$ cat config.mk
export PLATFORM = sky130hd
export DESIGN_NAME = stopwatchTop
export DESIGN_NICKNAME = d
export VERILOG_FILES = /design/src/rtl/stopwatchPkg.sv /design/src/rtl/panelControl.sv /design/src/rtl/segmentPair.sv /design/src/rtl/stopwatchTop.sv /design/src/rtl/tickDivider.sv /design/src/rtl/timeKeeper.sv
export SDC_FILE = /design/constraint.sdc
export NUM_CORES = 1
export LEC_CHECK = 0
export BUFFER_PORTS_ARGS = -buffer_cell sky130_fd_sc_hd__buf_2
export CORE_ASPECT_RATIO = 0.6
export CORE_MARGIN = 1.5
export CORE_UTILIZATION = 30
export CTS_CLUSTER_SIZE = 30
export DETAILED_ROUTE_END_ITERATION = 7
export HOLD_SLACK_MARGIN = 0.02
export SLEW_MARGIN = 20
export SYNTH_ARGS = -nofsm -noshare
export SYNTH_HDL_FRONTEND = slang
export SYNTH_HIERARCHICAL = 1
export SYNTH_SLANG_ARGS = --single-unit
$ cat constraint.sdc
create_clock -name cin -period 3.8 [get_ports cin]
set_input_delay 0.76 -clock cin [delete_from_list [all_inputs] [get_ports cin]]
set_output_delay 0.76 -clock cin [all_outputs]
set_load 0.005 [all_outputs]
$ cat src/rtl/stopwatchPkg.sv
package stopwatchPkg;

  // board clock cycles per half second
  localparam int unsigned HalfTickCycles = 25_000_000;
  localparam int unsigned DividerWidth = 32;

  // minutes and seconds
  localparam int unsigned TimeWidth = 6;
  localparam int unsigned MaxTimeValue = 59;

  // lap counter
  localparam int unsigned LapWidth = 7;
  localparam int unsigned MaxLap = 99;

  // half ticks a press stays locked out
  localparam int unsigned LockoutTicks = 3;

  // set-mode field selector
  localparam int unsigned FieldWidth = 2;
  localparam int unsigned FieldSeconds = 0;
  localparam int unsigned FieldMinutes = 1;

  localparam int unsigned SegWidth = 7;

  // active-low segments, bit 6 is segment g
  localparam logic [SegWidth-1:0] SegDigits [0:9] = '{
    7'b1000000,
    7'b1111001,
    7'b0100100,
    7'b0110000,
    7'b0011001,
    7'b0010010,
    7'b0000010,
    7'b1111000,
    7'b0000000,
    7'b0011000
  };

endpackage

$ cat src/rtl/panelControl.sv
`timescale 1ns/10ps

module panelControl (
  input  logic                             cin,
  input  logic                             reset,
  input  logic                             pause,
  input  logic                             counterOrClockControl,
  input  logic                             setOrStartClock,
  input  logic                             halfTick,
  input  logic                             secondTick,
  output logic                             loadSeconds,
  output logic                             loadMinutes,
  output logic                             advance,
  output logic [stopwatchPkg::LapWidth-1:0] lapCount
);
  import stopwatchPkg::*;

  logic                                 armed;
  logic [$clog2(LockoutTicks + 1)-1:0] lockCount;
  logic [FieldWidth-1:0]               field;
  logic                                 paused;
  logic                                 pressAccept;

  // button is active low
  assign pressAccept = ~pause & armed;

  // lockout after each accepted press
  always_ff @(posedge cin) begin
    if (!reset) begin
      armed     <= 1'b1;
      lockCount <= '0;
    end else if (pressAccept) begin
      armed     <= 1'b0;
      lockCount <= '0;
    end else if (!armed && halfTick) begin
      if (lockCount == ($bits(lockCount))'(LockoutTicks - 1)) begin
        armed     <= 1'b1;
        lockCount <= '0;
      end else begin
        lockCount <= lockCount + 1'b1;
      end
    end
  end

  // field selector only lives in set mode
  always_ff @(posedge cin) begin
    if (!reset) begin
      field <= FieldWidth'(FieldSeconds);
    end else if (setOrStartClock) begin
      field <= FieldWidth'(FieldSeconds);
    end else if (pressAccept) begin
      field <= field + 1'b1;
    end
  end

  always_ff @(posedge cin) begin
    if (!reset) begin
      paused <= 1'b0;
    end else if (pressAccept && setOrStartClock && !counterOrClockControl) begin
      paused <= ~paused;
    end
  end

  always_ff @(posedge cin) begin
    if (!reset) begin
      lapCount <= '0;
    end else if (pressAccept && setOrStartClock && counterOrClockControl) begin
      if (lapCount == LapWidth'(MaxLap)) begin
        lapCount <= '0;
      end else begin
        lapCount <= lapCount + LapWidth'(1);
      end
    end
  end

  // strobes follow the ticks directly
  assign loadSeconds = halfTick & ~setOrStartClock & (field == FieldWidth'(FieldSeconds));
  assign loadMinutes = halfTick & ~setOrStartClock & (field == FieldWidth'(FieldMinutes));
  assign advance     = secondTick & setOrStartClock & ~paused;

endmodule

$ cat src/rtl/segmentPair.sv
`timescale 1ns/10ps

module segmentPair (
  input  logic                             cin,
  input  logic                             reset,
  input  logic [stopwatchPkg::LapWidth-1:0] value,
  output logic [stopwatchPkg::SegWidth-1:0] tens,
  output logic [stopwatchPkg::SegWidth-1:0] ones
);
  import stopwatchPkg::*;

  logic [3:0] tensDigit;
  logic [3:0] onesDigit;

  // blank for anything that is not a decimal digit
  function automatic logic [SegWidth-1:0] segOf(input logic [3:0] digit);
    logic [SegWidth-1:0] pattern;
    if (digit <= 4'd9) begin
      pattern = SegDigits[digit];
    end else begin
      pattern = '1;
    end
    return pattern;
  endfunction

  assign tensDigit = 4'(value / LapWidth'(10));
  assign onesDigit = 4'(value % LapWidth'(10));

  always_ff @(posedge cin) begin
    if (!reset) begin
      tens <= SegDigits[0];
      ones <= SegDigits[0];
    end else begin
      tens <= segOf(tensDigit);
      ones <= segOf(onesDigit);
    end
  end

endmodule

$ cat src/rtl/stopwatchTop.sv
`timescale 1ns/10ps

module stopwatchTop #(
  parameter int unsigned halfTickCycles = stopwatchPkg::HalfTickCycles
) (
  input  logic                              cin,
  input  logic                              reset,
  input  logic                              pause,
  input  logic                              counterOrClockControl,
  input  logic                              increaseOrDecrease,
  input  logic                              setOrStartClock,
  input  logic [stopwatchPkg::TimeWidth-1:0] setCounter,
  output logic [stopwatchPkg::SegWidth-1:0]  tenMin,
  output logic [stopwatchPkg::SegWidth-1:0]  oneMin,
  output logic [stopwatchPkg::SegWidth-1:0]  tenSec,
  output logic [stopwatchPkg::SegWidth-1:0]  oneSec,
  output logic [stopwatchPkg::SegWidth-1:0]  tenCounter,
  output logic [stopwatchPkg::SegWidth-1:0]  oneCounter
);
  import stopwatchPkg::*;

  logic                 halfTick;
  logic                 secondTick;
  logic                 loadSeconds;
  logic                 loadMinutes;
  logic                 advance;
  logic [LapWidth-1:0]  lapCount;
  logic [TimeWidth-1:0] seconds;
  logic [TimeWidth-1:0] minutes;

  tickDivider #(
    .halfTickCycles(halfTickCycles)
  ) tickDivider_i (
    .cin       (cin),
    .reset     (reset),
    .halfTick  (halfTick),
    .secondTick(secondTick)
  );

  panelControl panelControl_i (
    .cin                  (cin),
    .reset                (reset),
    .pause                (pause),
    .counterOrClockControl(counterOrClockControl),
    .setOrStartClock      (setOrStartClock),
    .halfTick             (halfTick),
    .secondTick           (secondTick),
    .loadSeconds          (loadSeconds),
    .loadMinutes          (loadMinutes),
    .advance              (advance),
    .lapCount             (lapCount)
  );

  timeKeeper timeKeeper_i (
    .cin               (cin),
    .reset             (reset),
    .loadSeconds       (loadSeconds),
    .loadMinutes       (loadMinutes),
    .advance           (advance),
    .increaseOrDecrease(increaseOrDecrease),
    .setCounter        (setCounter),
    .seconds           (seconds),
    .minutes           (minutes)
  );

  // time fields widened to the lap width for the shared display pair
  segmentPair minutesDisplay_i (
    .cin  (cin),
    .reset(reset),
    .value(LapWidth'(minutes)),
    .tens (tenMin),
    .ones (oneMin)
  );

  segmentPair secondsDisplay_i (
    .cin  (cin),
    .reset(reset),
    .value(LapWidth'(seconds)),
    .tens (tenSec),
    .ones (oneSec)
  );

  segmentPair lapDisplay_i (
    .cin  (cin),
    .reset(reset),
    .value(lapCount),
    .tens (tenCounter),
    .ones (oneCounter)
  );

endmodule

$ cat src/rtl/tickDivider.sv
`timescale 1ns/10ps

module tickDivider #(
  parameter int unsigned halfTickCycles = stopwatchPkg::HalfTickCycles
) (
  input  logic cin,
  input  logic reset,
  output logic halfTick,
  output logic secondTick
);
  import stopwatchPkg::*;

  logic [DividerWidth-1:0] count;
  logic                    secondPhase;

  always_ff @(posedge cin) begin
    if (!reset) begin
      count    <= '0;
      halfTick <= 1'b0;
    end else if (count == DividerWidth'(halfTickCycles - 1)) begin
      count    <= '0;
      halfTick <= 1'b1;
    end else begin
      count    <= count + DividerWidth'(1);
      halfTick <= 1'b0;
    end
  end

  // flips on every half tick, set means the next one ends a second
  always_ff @(posedge cin) begin
    if (!reset) begin
      secondPhase <= 1'b0;
    end else if (halfTick) begin
      secondPhase <= ~secondPhase;
    end
  end

  assign secondTick = halfTick & secondPhase;

endmodule

$ cat src/rtl/timeKeeper.sv
`timescale 1ns/10ps

module timeKeeper (
  input  logic                              cin,
  input  logic                              reset,
  input  logic                              loadSeconds,
  input  logic                              loadMinutes,
  input  logic                              advance,
  input  logic                              increaseOrDecrease,
  input  logic [stopwatchPkg::TimeWidth-1:0] setCounter,
  output logic [stopwatchPkg::TimeWidth-1:0] seconds,
  output logic [stopwatchPkg::TimeWidth-1:0] minutes
);
  import stopwatchPkg::*;

  logic setValid;
  logic secondsAtMax;
  logic minutesAtMax;
  logic secondsZero;
  logic minutesZero;

  // switch values 60 to 63 load nothing
  assign setValid     = setCounter <= TimeWidth'(MaxTimeValue);
  assign secondsAtMax = seconds == TimeWidth'(MaxTimeValue);
  assign minutesAtMax = minutes == TimeWidth'(MaxTimeValue);
  assign secondsZero  = seconds == '0;
  assign minutesZero  = minutes == '0;

  always_ff @(posedge cin) begin
    if (!reset) begin
      seconds <= '0;
      minutes <= '0;
    end else if (loadSeconds) begin
      if (setValid) begin
        seconds <= setCounter;
        minutes <= '0;
      end
    end else if (loadMinutes) begin
      if (setValid) begin
        minutes <= setCounter;
      end
    end else if (advance) begin
      if (increaseOrDecrease) begin
        // count down, stop at 00:00
        if (!secondsZero) begin
          seconds <= seconds - TimeWidth'(1);
        end else if (!minutesZero) begin
          seconds <= TimeWidth'(MaxTimeValue);
          minutes <= minutes - TimeWidth'(1);
        end
      end else begin
        if (secondsAtMax) begin
          seconds <= '0;
          // 59:59 rolls over to 00:00
          if (minutesAtMax) begin
            minutes <= '0;
          end else begin
            minutes <= minutes + TimeWidth'(1);
          end
        end else begin
          seconds <= seconds + TimeWidth'(1);
        end
      end
    end
  end

endmodule

* Yosys cells after proc, flatten, opt, wreduce, memory -nomap -nowiden
Memories as Yosys holds them, arrays and structs flattened.
Index checks and enable logic that the tools add are counted.
** Operators by class
- Eq/ne operators :: 12
- Multiplexer cells :: 41
- Reduce and logical (&&, ||, !) cells :: 26
- Divide/modulo/power cells :: 6
- $lt $le $gt $ge :: 13
- Add/subtract/negate cells :: 8
- Bitwise logic cells :: 18
** Operators with widths (number)
- two-way mux 6 bit :: 23
- two-way mux 7 bit :: 13
- adder 32 x 1 -> 32 bit, second input constant :: 1
- == test 32 x 25 -> 1 bit, second input constant :: 1
- greater-or-equal comparator 5 bit, second input constant :: 6
- inverter 4 -> 5 bit :: 6
- less-or-equal comparator 4 bit, second input constant :: 6
- divider 6 x 4 -> 7 bit, second input constant :: 2
- remainder unit 6 x 4 -> 7 bit, second input constant :: 2
- AND reduction 2 bit :: 7
- adder 6 x 1 -> 6 bit, second input constant :: 2
- == test 6 bit, second input constant :: 2
- zero test 6 bit :: 2
- subtractor 6 x 1 -> 6 bit, second input constant :: 2
- != test 4 bit, second input constant :: 2
- adder 7 x 1 -> 7 bit, second input constant :: 1
- AND 1 bit :: 7
- divider 7 x 4 -> 7 bit, second input constant :: 1
- == test 7 bit, second input constant :: 1
- remainder unit 7 x 4 -> 7 bit, second input constant :: 1
- less-or-equal comparator 6 bit, second input constant :: 1
- AND reduction 6 bit :: 1
- nonzero test 2 bit :: 3
- OR reduction 2 bit :: 3
- 15 further kinds :: 28
** Storage, ports and cells
- Memory bits (read-only) :: 672
- Memories :: 6
- Flip-flop bits (word level) :: 101
- Bits of input ports :: 12
- Word-level logic and storage cells :: 152
** Memory list
- (name not given) :: depth 16, bits a word 7, read ports 1, clocked after memory_dff 0, wr ports 0, line segmentPair.sv:19 : pattern = SegDigits[digit];
- (name not given) :: depth 16, bits a word 7, read ports 1, clocked after memory_dff 0, wr ports 0, line segmentPair.sv:19
- (name not given) :: depth 16, bits a word 7, read ports 1, clocked after memory_dff 0, wr ports 0, line segmentPair.sv:19
- (name not given) :: depth 16, bits a word 7, read ports 1, clocked after memory_dff 0, wr ports 0, line segmentPair.sv:19
- (name not given) :: depth 16, bits a word 7, read ports 1, clocked after memory_dff 0, wr ports 0, line segmentPair.sv:19
- (name not given) :: depth 16, bits a word 7, read ports 1, clocked after memory_dff 0, wr ports 0, line segmentPair.sv:19

* Longest topological paths before layout
Gate-level depths: netlist of the first run.
- Depth in word-level cells :: 7
- Gate-level depth with buffers :: 16
- Mapped depth without buffers :: 13

* Hierarchy
The synthesis of the first run kept the hierarchy.
** Modules (own cells, without submodules)
- segmentPair :: instances 3, seq. area each 280.3 um^2, cells an instance 151, area each 1242.4 um^2
- tickDivider :: instances 1, seq. area each 680.7 um^2, cells an instance 167, area each 1520.2 um^2
- timeKeeper :: instances 1, seq. area each 240.2 um^2, cells an instance 180, area each 1305.0 um^2
- panelControl :: instances 1, seq. area each 260.2 um^2, cells an instance 76, area each 694.4 um^2
- stopwatchTop :: instances 1, seq. area each 0.0 um^2, cells an instance 1, area each 3.8 um^2

* Worst setup path after synthesis of the first run
Ideal clock, no wire load.
- Kind :: register -> register
- Start point :: register panelControl_i/lapCount[3] in the netlist's numbering
- End point :: register lapDisplay_i/ones[6] in the netlist's numbering
- Buffers on the path :: 2
- Setup time :: 0.120 ns
- Arrival :: 2.895 ns
- Setup slack :: 0.786 ns
- Cell stages (with the launch flop) :: 14
- Period minus slack after synthesis :: 3.014 ns
- Cells stage by stage :: dfxtp_1 buf_6 and2b_2 and3_1 a221o_1 inv_1 ha_1 clkbuf_2 nand2_1 a2111oi_0 a31o_2 o21a_1 o21ai_0 a211o_1
** Between the ends
- Cells in the longest elaborated chain, start to end :: 5
- Elaborated cells between the ends (all ways) :: 7
- Those cells by class :: div: 1; order compare: 1; mux: 2; bitwise: 1; reduce/logical: 1; memory: 1
** Ends and longest elaborated chain
- start: declaration :: line panelControl.sv:14 : output logic [stopwatchPkg::LapWidth-1:0] lapCount
- start signal: assignment :: line panelControl.sv:71 : lapCount <= lapCount + LapWidth'(1);
- remainder unit 7 x 4 -> 7 bit * :: line segmentPair.sv:27 : assign onesDigit = 4'(value % LapWidth'(10));
- inverter 4 -> 5 bit (not written as such) :: line segmentPair.sv:19
- memory (16 x 7 bit)
- two-way mux 7 bit (not written as such) (2 in a row) :: line segmentPair.sv:19
- end signal: assignment :: line segmentPair.sv:32 : ones <= SegDigits[0];
- end signal: assignment :: line segmentPair.sv:35 : ones <= segOf(onesDigit);
- end: declaration :: line segmentPair.sv:8 : output logic [stopwatchPkg::SegWidth-1:0] ones
Mark *: on every way between the ends. The rest lies on a longest branch, timed or not. The select of a mux whose other input is x is not followed.
A chain may end at the register's enable or synchronous reset.

* Final worst setup path of the first run
- Start point :: register panelControl_i/lapCount[4] in the netlist's numbering
- End point :: register lapDisplay_i/ones[0] in the netlist's numbering
** Between the ends
- Cells in the longest elaborated chain, start to end :: 6
- Elaborated cells between the ends (all ways) :: 7
- Those cells by class :: div: 1; order compare: 1; mux: 3; bitwise: 1; memory: 1
** Ends and longest elaborated chain
- remainder unit 7 x 4 -> 7 bit * :: line segmentPair.sv:27
- inverter 4 -> 5 bit (not written as such) :: line segmentPair.sv:19
- memory (16 x 7 bit)
- two-way mux 7 bit (not written as such) (2 in a row) :: line segmentPair.sv:19
- two-way mux 6 bit * :: line segmentPair.sv:18 : if (digit <= 4'd9) begin
Marks and branches as above.

==> results.toml, run 1 <==
[worst_setup_path]
ff2ff_setup_slack_ns = 0.32
end_kind = "flop"
worstSetupStartpoint = "panelControl_i/lapCount[4]"
rr_worst_depth = 11
crit_type = "reg2reg"
path_max_fanout = 15
required_ns = 4.06
crit_end = "lapDisplay_i/ones[0]"
rr_startpoint = "panelControl_i/lapCount[4]"
cp-start-kind = "flop"
crit_arrival_ns = 3.74
r2r_end = "lapDisplay_i/ones[0]"

[synth]
synth_seq_cells = 101
synth_area_um2 = 7251
yosys-top-cells-area = "dfxtp_1, nor2_1, ha_1, o21ai_0, a21oi_1"
avgSynthCellArea_um2 = 8.268
synth_top_area_share_pct = 27.89
yosysMostFrequentCell = "dfxtp_1"
synth.top_cells.by_count = "dfxtp_1, nor2_1, o21ai_0, nand2_1, inv_1"
synth_cell_type_count = 94
ys_warn_count = 6
synth_area_leader_cell = "dfxtp_1"
synth_ff_type = "dfxtp_1"
yosysSeqAreaShare_pct = 27.89
synth-edff-count = 0
async_flop_share_pct = 0
postSynthCellCount = 877

[timing]
hold_violations = 0
period_share_pct = 91.59
drv_slew = 0
final.setup_skew_ns = 0.01135
max_freq_mhz = 287.3
slew_headroom_pct = 46.80
fin_setup_tns_ns = 0
layout_setup_ws_ns = 0.3196
setup_violations = 0
rsz0062_at_grt = "no"
min_period_ns = 3.480
worstMarginPinSlew_ns = 0.7951

[final_layout]
layout.filler_cells = 2437
drive_above_1_share_pct = 17.16
area_delta_synth_final_pct = 11.27
nets = 953
num_antenna_cells = 0

[route]
via_count = 6645
drt-pass1-iter-count = 5
postRouteAntennaNets = 0
drc_errors = 0
viasPerCell = 5.376
routed_wl_mm = 18.17
avgRoutedWirePerCell_um = 14.70
drt_iter0_markers = 553

[grt]
grt_pass1_wl_mm = 30.19
grt_overflow = 0
use_met2_pct = 19.81
grt_pass1_vias = 5817
antenna_found_initial = 0
grt_util_met3_pct = 3.031
met1_usage_pct = 22.62
grt_usage_pct = 14.59
grt_max_degree = 32
grt-busiest-layer = "met1"

[cts]
cts-htree-levels = 3
cts_tree = "yes"
clock_path_buffers = 2
clock-sinks = 101
cts_resized = 0
clk_latency_ns = 0.36
cts_buffers = 9
path_clk_slew_ns = 0.07
cts_root_buffer = "clkbuf_16"
postCtsHoldBufs = 0
cts_setup_buffers = 0

[die]
rows = 43
core-area_um2 = 23400
die_w_um = 203.7
io_pins = 54
die_area_um2 = 25140
initial_core_util_pct = 30.98
die_h_um = 123.4

[power]
vdd_drop_max_v = 0.0001785
p_per_area_nw_per_um2 = 270.7
leakagePower_nw = 3.064

[placement]
dpl_worst_slack_ns = 0.4118
gp_congestion = 0.8817
dp_hpwl_mm = 13.13
io_buffers = 53

[flow_run]
maxCapViolCount = 0

[worst_hold_path]
hold_class = "reg2reg"
min_from = "tickDivider_i/count[0]"

[run_status]
status = "completed"
sequential cells by signal, summed over array words and instances, names as in the netlist:
signal and count:
panelControl_i/armed 1, secondsDisplay_i/ones 7, panelControl_i/lapCount 7, timeKeeper_i/seconds 6, lapDisplay_i/tens 7, minutesDisplay_i/tens 7
lapDisplay_i/ones 7, panelControl_i/paused 1, tickDivider_i/count 32, panelControl_i/lockCount 2, timeKeeper_i/minutes 6, tickDivider_i/secondPhase 1
tickDivider_i/halfTick 1, minutesDisplay_i/ones 7, secondsDisplay_i/tens 7, panelControl_i/field 2
how the worst min path moves through the flow:
stage                             end  slack (ns)  depth (start not counted)
2_1_floorplan  tickDivider_i/count[0]        0.43                          1
3_3_place_gp   tickDivider_i/count[0]        0.44                          1
3_5_place_dp   tickDivider_i/count[0]        0.46                          1
4_1_cts        tickDivider_i/count[0]        0.47                          1
5_1_grt        tickDivider_i/count[0]        0.51                          1
6_report       tickDivider_i/count[0]        0.47                          1
critical path, stage by stage (launching register included):
cell and delay, ns:
dfxtp_1 0.61, nand2b_1 0.30, o211ai_1 0.12, a221o_1 0.44
inv_1 0.08, ha_1 0.36, nand2_1 0.13, a2111oi_0 0.42
a31o_2 0.24, o21a_1 0.26, o22ai_1 0.14, a2111oi_2 0.28
metal layers:
metal	share of wire (%)	vias to the layer above	wire, um
met2	39	182	7151
met1	54	3104	9794
met4	0.98	0	178
met3	5.7	14	1044
li1	-	3345	-
met5	0	-	0
final cells by class:
class | instances | area (um^2) | share of cell area, %
multi-input cells | 687 | 4781 | 59.26
flip-flops and latches | 101 | 2022 | 25.06
well taps | 315 | 394.1 | 4.885
repair buffers | 70 | 392.9 | 4.870
clock buffers | 9 | 225.2 | 2.792
inverters | 47 | 176.4 | 2.187
clock inverters | 7 | 76.32 | 0.9460
report_power, final:
group / switching (W) / internal, W / total (W)
clock: 0.000466 / 0.000469 / 0.000936
sequential: 0.0000102 / 0.00108 / 0.00109
combinational: 0.000102 / 0.0000607 / 0.000162
logic make-up after synthesis:
| family | after synthesis | synth area share (%) |
|---|---|---|
| AOI/OAI and AO/OA | 266 | 27.89 |
| buffers and inverters | 90 | 6.229 |
| xor gates and xnor gates | 42 | 5.073 |
| muxes | 11 | 1.536 |
| and+or+nand+nor | 341 | 27.02 |
| other | 1 | 0.05172 |
| adders and majority gates | 25 | 4.314 |
| DFF | 101 | 27.89 |
cell usage in the layout (no fill, tap or decap), types with 10 or more instances in the layout:
cell type / Yosys / final
buf_4: 7 / 17
buf_2: 13 / 53
o31ai_1: 12 / 12
nand2_1: 50 / 50
inv_1: 44 / 44
ha_1: 25 / 25
mux2i_1: 10 / 10
nor2_1: 90 / 90
nand4_1: 20 / 20
a221o_1: 10 / 10
o21ai_0: 57 / 57
xnor2_1: 20 / 20
a21oi_1: 42 / 42
dfxtp_1: 101 / 101
a21o_1: 15 / 15
xor2_1: 22 / 22
nand3_1: 33 / 33
o21a_1: 11 / 11
o211ai_1: 19 / 19
and3_1: 12 / 12
nor3_1: 15 / 15
nand2b_1: 10 / 10
per-stage QoR:
stage	area, um^2	util, %	instances	power (W)	hold slack [ns]
6_report	8068	34.47	1236	0.002184	0.4705
5_1_grt	8068	34.47	1236	0.002283	0.5125
4_1_cts	8068	34.47	1236	0.002219	0.4735
3_5_place_dp	7766	33.18	1220	0.001270	0.4569
3_3_place_gp	7766	33.18	1220	0.001270	0.4423
2_1_floorplan	7254	-	878	0.001221	0.4299
No activity file was read; power rests on OpenSTA's default activity.
==> inputs of run 2 (changes only) <==
--- a/config.mk
+++ b/config.mk
@@ -5,6 +5,7 @@
 export SDC_FILE = /design/constraint.sdc
 export NUM_CORES = 1
 export LEC_CHECK = 0
+export ABC_AREA = 1
 export BUFFER_PORTS_ARGS = -buffer_cell sky130_fd_sc_hd__buf_2
 export CORE_ASPECT_RATIO = 0.6
 export CORE_MARGIN = 1.5
==> run 2 against run 1 <==
Compared with the run above: critical path depth up 10; core utilization is 0.21 points higher; hold slack got worse by 0.016 ns; die area fell by 1.6%; clock-buffer cell count unchanged; non-clock buffer count decreased by 12; synthesized cell count rose by 21%; clock power decreased by 1%; area after synthesis down 1.7%; sequential power about the same.
==> results.toml, run 2 <==
[timing]
max_freq_mhz = 331.9
min_period_ns = 3.013
period_share_pct = 79.30
hold_violations = 0
drv_slew = 0
slew_headroom_pct = 56.74
setup_violations = 0
final.setup_skew_ns = 0.009282
worst_hold_slack_ns = 0.4547
worstMarginPinSlew_ns = 0.6466
fin_setup_tns_ns = 0
rsz0062_at_grt = "no"

[route]
drt-pass1-iter-count = 5
viasPerCell = 4.567
routed_wl_mm = 16.82
postRouteAntennaNets = 0
via_count = 6622
avgRoutedWirePerCell_um = 11.60
drc_errors = 0
drt_iter0_markers = 506

[power]
vdd_drop_max_v = 0.0002292
finalPower_w = 0.002272
p_int_w = 0.001643
clockPowerShare_pct = 40.8
p_comb_share_pct = 10.8
p_seq_share_pct = 48.4
p_sw_share_pct = 27.69
leakagePower_nw = 3.504
p_per_area_nw_per_um2 = 282.6
p_switching_w = 0.0006291

[die]
die_w_um = 202.0
core-area_um2 = 23190
io_pins = 54
rows = 43
die_h_um = 122.4
die_area_um2 = 24730
initial_core_util_pct = 30.75

[run_status]
status = "completed"

[grt]
antenna_found_initial = 0
grt_overflow = 0
grt_usage_pct = 14.07
grt_max_degree = 33
grt_pass1_vias = 5790
grt_pass1_wl_mm = 28.32

[synth]
ys_warn_count = 6
synth_seq_cells = 101
yosysMostFrequentCell = "nand2_1"
postSynthCellCount = 1064
synth_cell_type_count = 44
yosys.area_share.simple_pct = 44.73
async_flop_share_pct = 0
synth_area_um2 = 7129
yosys-top-cells-area = "dfxtp_1, nand2_1, nand3_1, nor2_1, inv_1"
synth_compound_area_share_pct = 10.27
synth_area_leader_cell = "dfxtp_1"
avgSynthCellArea_um2 = 6.701
synth_ff_type = "dfxtp_1"
synth.top_cells.by_count = "nand2_1, nor2_1, inv_1, nand3_1, dfxtp_1"
synth-edff-count = 0
yosysSeqAreaShare_pct = 28.36
synth_top_family_by_area = "simple AND/OR/NAND/NOR gates"
synth_xor_area_share_pct = 2.457
synth_top_area_share_pct = 28.36
synth-adder-area-share_pct = 4.388
synth_mux_area_share_pct = 0

[cts]
clk_latency_ns = 0.36
postCtsHoldBufs = 0
cts_tree = "yes"
path_clk_slew_ns = 0.08
cts_buffers = 9
cts_root_buffer = "clkbuf_16"
cts_resized = 0
cts-htree-levels = 3
cts_setup_buffers = 0
clock_path_buffers = 2
clock-sinks = 101

[placement]
gp_congestion = 0.8861
io_buffers = 53
placed_area_um2 = 7745
dp_hpwl_mm = 13.21

[worst_setup_path]
crit_arrival_ns = 3.26
path_buf_inv = 5
crit_type = "reg2reg"
crit_chain = "inv_1 -> nand2_2 -> nand2_4 -> nand2_4 -> nand2_2 -> nand2_2 -> inv_2 -> nand2_2 -> nand2_2 -> nand2_2 -> nand2_1 -> inv_1 -> ha_1 -> inv_1 -> nand3_2 -> nand3_4 -> ha_1 -> o21ai_0 -> inv_1 -> o21ai_0 -> a21oi_1"
path_max_fanout = 10
required_ns = 4.05
slowest_stage = "dfxtp_1"
cp_common_cell = "nand2_2"
max_stage_delay_ns = 0.65
rr_startpoint = "timeKeeper_i/seconds[3]"
end_kind = "flop"
crit_family = "simple AND/OR/NAND/NOR gates"
worstSetupStartpoint = "timeKeeper_i/seconds[3]"
cp-start-kind = "flop"

[worst_hold_path]
hold_class = "reg2reg"
min_from = "tickDivider_i/count[0]"

[final_layout]
final_cell_area_um2 = 8041
nets = 1167
largest_reg_flops = 32
num_antenna_cells = 0
fin_util_pct = 34.68
mostFrequentLayoutCells = "nand2_1, nor2_1, inv_1, nand3_1, dfxtp_1"
area_delta_synth_final_pct = 12.79
drive_above_1_share_pct = 21.23
final_common_cell = "nand2_1"
max_flop_register = "tickDivider_i/count"

[flow_run]
maxCapViolCount = 0
[run 2: cell count changes after synthesis, sizes merged, moves of 14 or more]
cell	previous run	this run
a21o	15	0
a21oi	45	61
buf	29	12
clkbuf	14	0
inv	44	143
nand2	50	311
nand3	37	123
nor2	93	159
o211ai	22	1
[run 2: area by class of cell]
class	instances	area [um^2]
clock buffer	9	225.2
timing repair buffer	58	302.8
fill	2495	15150
inverter	153	579.3
multi-input combinational	807	4447
sequential	101	2022
clock inverter	7	71.32
tap	315	394.1
[run 2: worst reg2reg max path, delay by kind of cell, from the launching register on]
family | cells | cell delay, ns
AND/OR/NAND/NOR | 11 | 1.08
flip-flops | 1 | 0.65
buffers and inverters | 5 | 0.47
adder cells (fa/ha/maj) | 2 | 0.40
AO/OA/AOI/OAI | 3 | 0.32
[run 2: power by group through the flow]
| stage | logic, W | registers (W) | clock network (W) |
|---|---|---|---|
| finish | 0.000245 | 0.00110 | 0.000927 |
| global route | 0.000279 | 0.00110 | 0.00101 |
| CTS | 0.000246 | 0.00110 | 0.000966 |
| detailed placement | 0.000245 | 0.00113 | 0 |
| global placement | 0.000243 | 0.00113 | 0 |
| floorplan | 0.000172 | 0.00113 | 0 |
[run 2: final timing paths]
kind	endpoint	slack, ns	cells after the start
worst min register to register	tickDivider_i/count[0]	0.45	1
worst min-delay path	tickDivider_i/count[0]	0.45	1
worst max register to register	secondsDisplay_i/tens[0]	0.79	21
worst max-delay path	secondsDisplay_i/tens[0]	0.79	21
[run 2: logic make-up (layout without fill, tap and decap cells)]
family                     count (synthesis)  after routing
AOI/OAI and AO/OA                        124            124
xor gates and xnor gates                  20             20
adders and majority gates                 25             25
buffers and inverters                    165            227
DFF                                      101            101
other                                      1             10
and+or+nand+nor                          628            628
[run 2: per-stage QoR]
stage | worst slack (ns) | cells
finish | 0.7868 | 1450
global placement | 0.9408 | 1434
detailed placement | 0.8111 | 1434
floorplan | 1.266 | 1073
global route | 0.4736 | 1450
CTS | 0.7941 | 1450
[run 2: layer usage]
layer  share of wire (%)  global-route usage [%]  vias up
met2                  37                   19.39      160
li1                    -                       -     3521
met1                  56                   21.63     2926
met5                   0                       0        -
met3                 6.5                   3.399       15
met4                0.83                   2.799        0
==> inputs of run 3 (changes only) <==
==> constraint.sdc (replaced) <==
create_clock -name cin -period 2.42 [get_ports cin]
set_input_delay 0.484 -clock cin [delete_from_list [all_inputs] [get_ports cin]]
set_output_delay 0.484 -clock cin [all_outputs]
set_load 0.005 [all_outputs]
==> run 3 against run 2 <==
Compared with the run above: clock power grew 61%; global-route usage is 0.61 points higher; routed wire length grew 8.5%; worst setup slack got worse by 0.75 ns; die area did not move; fmax increased by 26%; flip-flop and latch count unchanged; final cell count rose by 4.6%; hold slack got worse by 0.026 ns; largest cell class unchanged.
==> results.toml, run 3 (same netlist as run 2, synthesis figures left out) <==
[route]
viasPerCell = 4.604
via_count = 6984
drc_errors = 0
drt_iter0_markers = 560
avgRoutedWirePerCell_um = 12.03
postRouteAntennaNets = 0
drt-pass1-iter-count = 6
routed_wl_mm = 18.25

[timing]
hold_violations = 0
final.setup_skew_ns = 0.009632
min_period_ns = 2.387
setup_violations = 0
slew_headroom_pct = 57.06
fin_setup_tns_ns = 0
max_freq_mhz = 418.9
drv_slew = 0
rsz0062_at_grt = "yes"
worstMarginPinSlew_ns = 0.6418
period_share_pct = 98.64

[final_layout]
drive_above_1_share_pct = 30.03
register_area_um2 = 2041
layout.filler_cells = 2369
max_flop_register = "tickDivider_i/count"
final_common_cell = "nand2_1"
nets = 1234
area_delta_synth_final_pct = 24.82
mostFrequentLayoutCells = "nand2_1, nor2_1, inv_1, nand3_1, dfxtp_1"
final_cell_area_um2 = 8899
largest_reg_flops = 32
multi_input_area_um2 = 4768
num_antenna_cells = 0

[die]
die_w_um = 202.0
initial_core_util_pct = 30.75
core-area_um2 = 23190
io_pins = 54
rows = 43
die_h_um = 122.4
die_area_um2 = 24730

[placement]
io_buffers = 53
placed_area_um2 = 8053
gp_congestion = 0.9138
dp_hpwl_mm = 13.54

[cts]
clock-sinks = 101
path_clk_slew_ns = 0.08
clk_latency_ns = 0.37
cts_root_buffer = "clkbuf_16"
cts_buffers = 9
postCtsHoldBufs = 0
cts_tree = "yes"
clock_path_buffers = 2
cts-htree-levels = 3

[grt]
grt_usage_pct = 14.68
grt_overflow = 0
grt_max_degree = 33
grt_pass1_vias = 5965
antenna_found_initial = 0
grt_pass1_wl_mm = 29.37

[worst_setup_path]
crit_cells = 20
rr_startpoint = "panelControl_i/lapCount[4]"
crit_arrival_ns = 2.67
path_buf_inv = 4
ff2ff_setup_slack_ns = 0.03
end_kind = "flop"
required_ns = 2.71
crit_chain = "inv_4 -> a21oi_4 -> nand2_4 -> nand2_4 -> nand2_2 -> nand2_2 -> inv_2 -> nand2_2 -> nand2_2 -> nand2_2 -> nand2_2 -> inv_2 -> ha_4 -> inv_2 -> nand3_4 -> nand3_4 -> ha_4 -> nand2_4 -> nand3_4 -> a31oi_1"
r2r_end = "lapDisplay_i/tens[3]"
rr_worst_depth = 20
max_stage_delay_ns = 0.40
worstSetupStartpoint = "panelControl_i/lapCount[4]"
cp_common_cell = "nand2_2"
crit_type = "reg2reg"
crit_family = "simple AND/OR/NAND/NOR gates"
cp-start-kind = "flop"
slowest_stage = "dfxtp_4"
path_max_fanout = 7

[worst_hold_path]
min_from = "setCounter[0]"
hold_class = "in2reg"
min_path_cells = 3
hold_path_end = "timeKeeper_i/minutes[0]"

[power]
leakagePower_nw = 3.906
vdd_drop_max_v = 0.0003252
p_per_area_nw_per_um2 = 413.3

[run_status]
status = "completed"

[flow_run]
maxCapViolCount = 0
[run 3: cell count changes in the layout (fill, tap and decap cells not counted), sizes merged]
cell and change:
clkinv +2, inv -2, buf +67
[run 3: per-layer routing]
| layer | GRT usage (%) | up-vias | wire [um] |
|---|---|---|---|
| li1 | - | 3660 | - |
| met1 | 22.70 | 3121 | 9941 |
| met2 | 19.48 | 188 | 6989 |
| met3 | 4.116 | 15 | 1150 |
| met4 | 3.218 | 0 | 169 |
| met5 | 0 | - | 0 |
[run 3: layout make-up]
type                            instances  share of cell area (%)
Sequential cell                       101                   22.93
Timing Repair Buffer                  125                   9.097
Multi-Input combinational cell        807                   53.59
Inverter                              153                   6.538
Tap cell                              315                   4.429
Clock buffer                            9                   2.531
Clock inverter                          7                  0.8858
[run 3: repair_timing]
item                       CTS  global route
setup endpoints to repair    8            40
gates resized for setup      5            79
setup buffers                1            26
pin swaps                    1            45
[run 3: power breakdown]
part	leakage (nW)	internal (W)	total (W)	switching [W]
clock network	0.148	0.000735	0.00149	0.000760
logic	2.93	0.000177	0.000463	0.000285
registers	0.827	0.00171	0.00172	0.0000154
[run 3: worst max path at each step]
| stage | slack (ns) | end |
|---|---|---|
| floorplan | -0.01 | secondsDisplay_i/tens[0] |
| global placement | 0.04 | lapDisplay_i/tens[0] |
| detailed placement | -0.02 | lapDisplay_i/tens[0] |
| CTS | 0.0000007 | secondsDisplay_i/tens[0] |
| global route | -0.15 | lapDisplay_i/tens[3] |
| finish | 0.03 | lapDisplay_i/tens[3] |
[run 3: stage by stage]
step | hold slack [ns] | instances | total power, W | worst slack (ns) | util [%]
after floorplan | 0.4173 | 1073 | 0.002041 | -0.01354 | -
after global placement | 0.4306 | 1474 | 0.002164 | 0.03923 | 34.73
after detailed placement | 0.4415 | 1474 | 0.002166 | -0.01909 | 34.73
after CTS | 0.4131 | 1491 | 0.003687 | 0.0000006661 | 36.15
after global routing | 0.4394 | 1517 | 0.003861 | -0.1481 | 38.37
final | 0.4287 | 1517 | 0.003678 | 0.03299 | 38.37
[run 3: worst register-to-register path, cell delays in order (launching register included)]
cell and delay, ns:
dfxtp_4 0.40, inv_4 0.05, a21oi_4 0.18, nand2_4 0.09, nand2_4 0.10, nand2_2 0.05, nand2_2 0.06, inv_2 0.04
nand2_2 0.06, nand2_2 0.06, nand2_2 0.07, nand2_2 0.06, inv_2 0.07, ha_4 0.13, inv_2 0.04, nand3_4 0.09
nand3_4 0.16, ha_4 0.23, nand2_4 0.07, nand3_4 0.12, a31oi_1 0.18
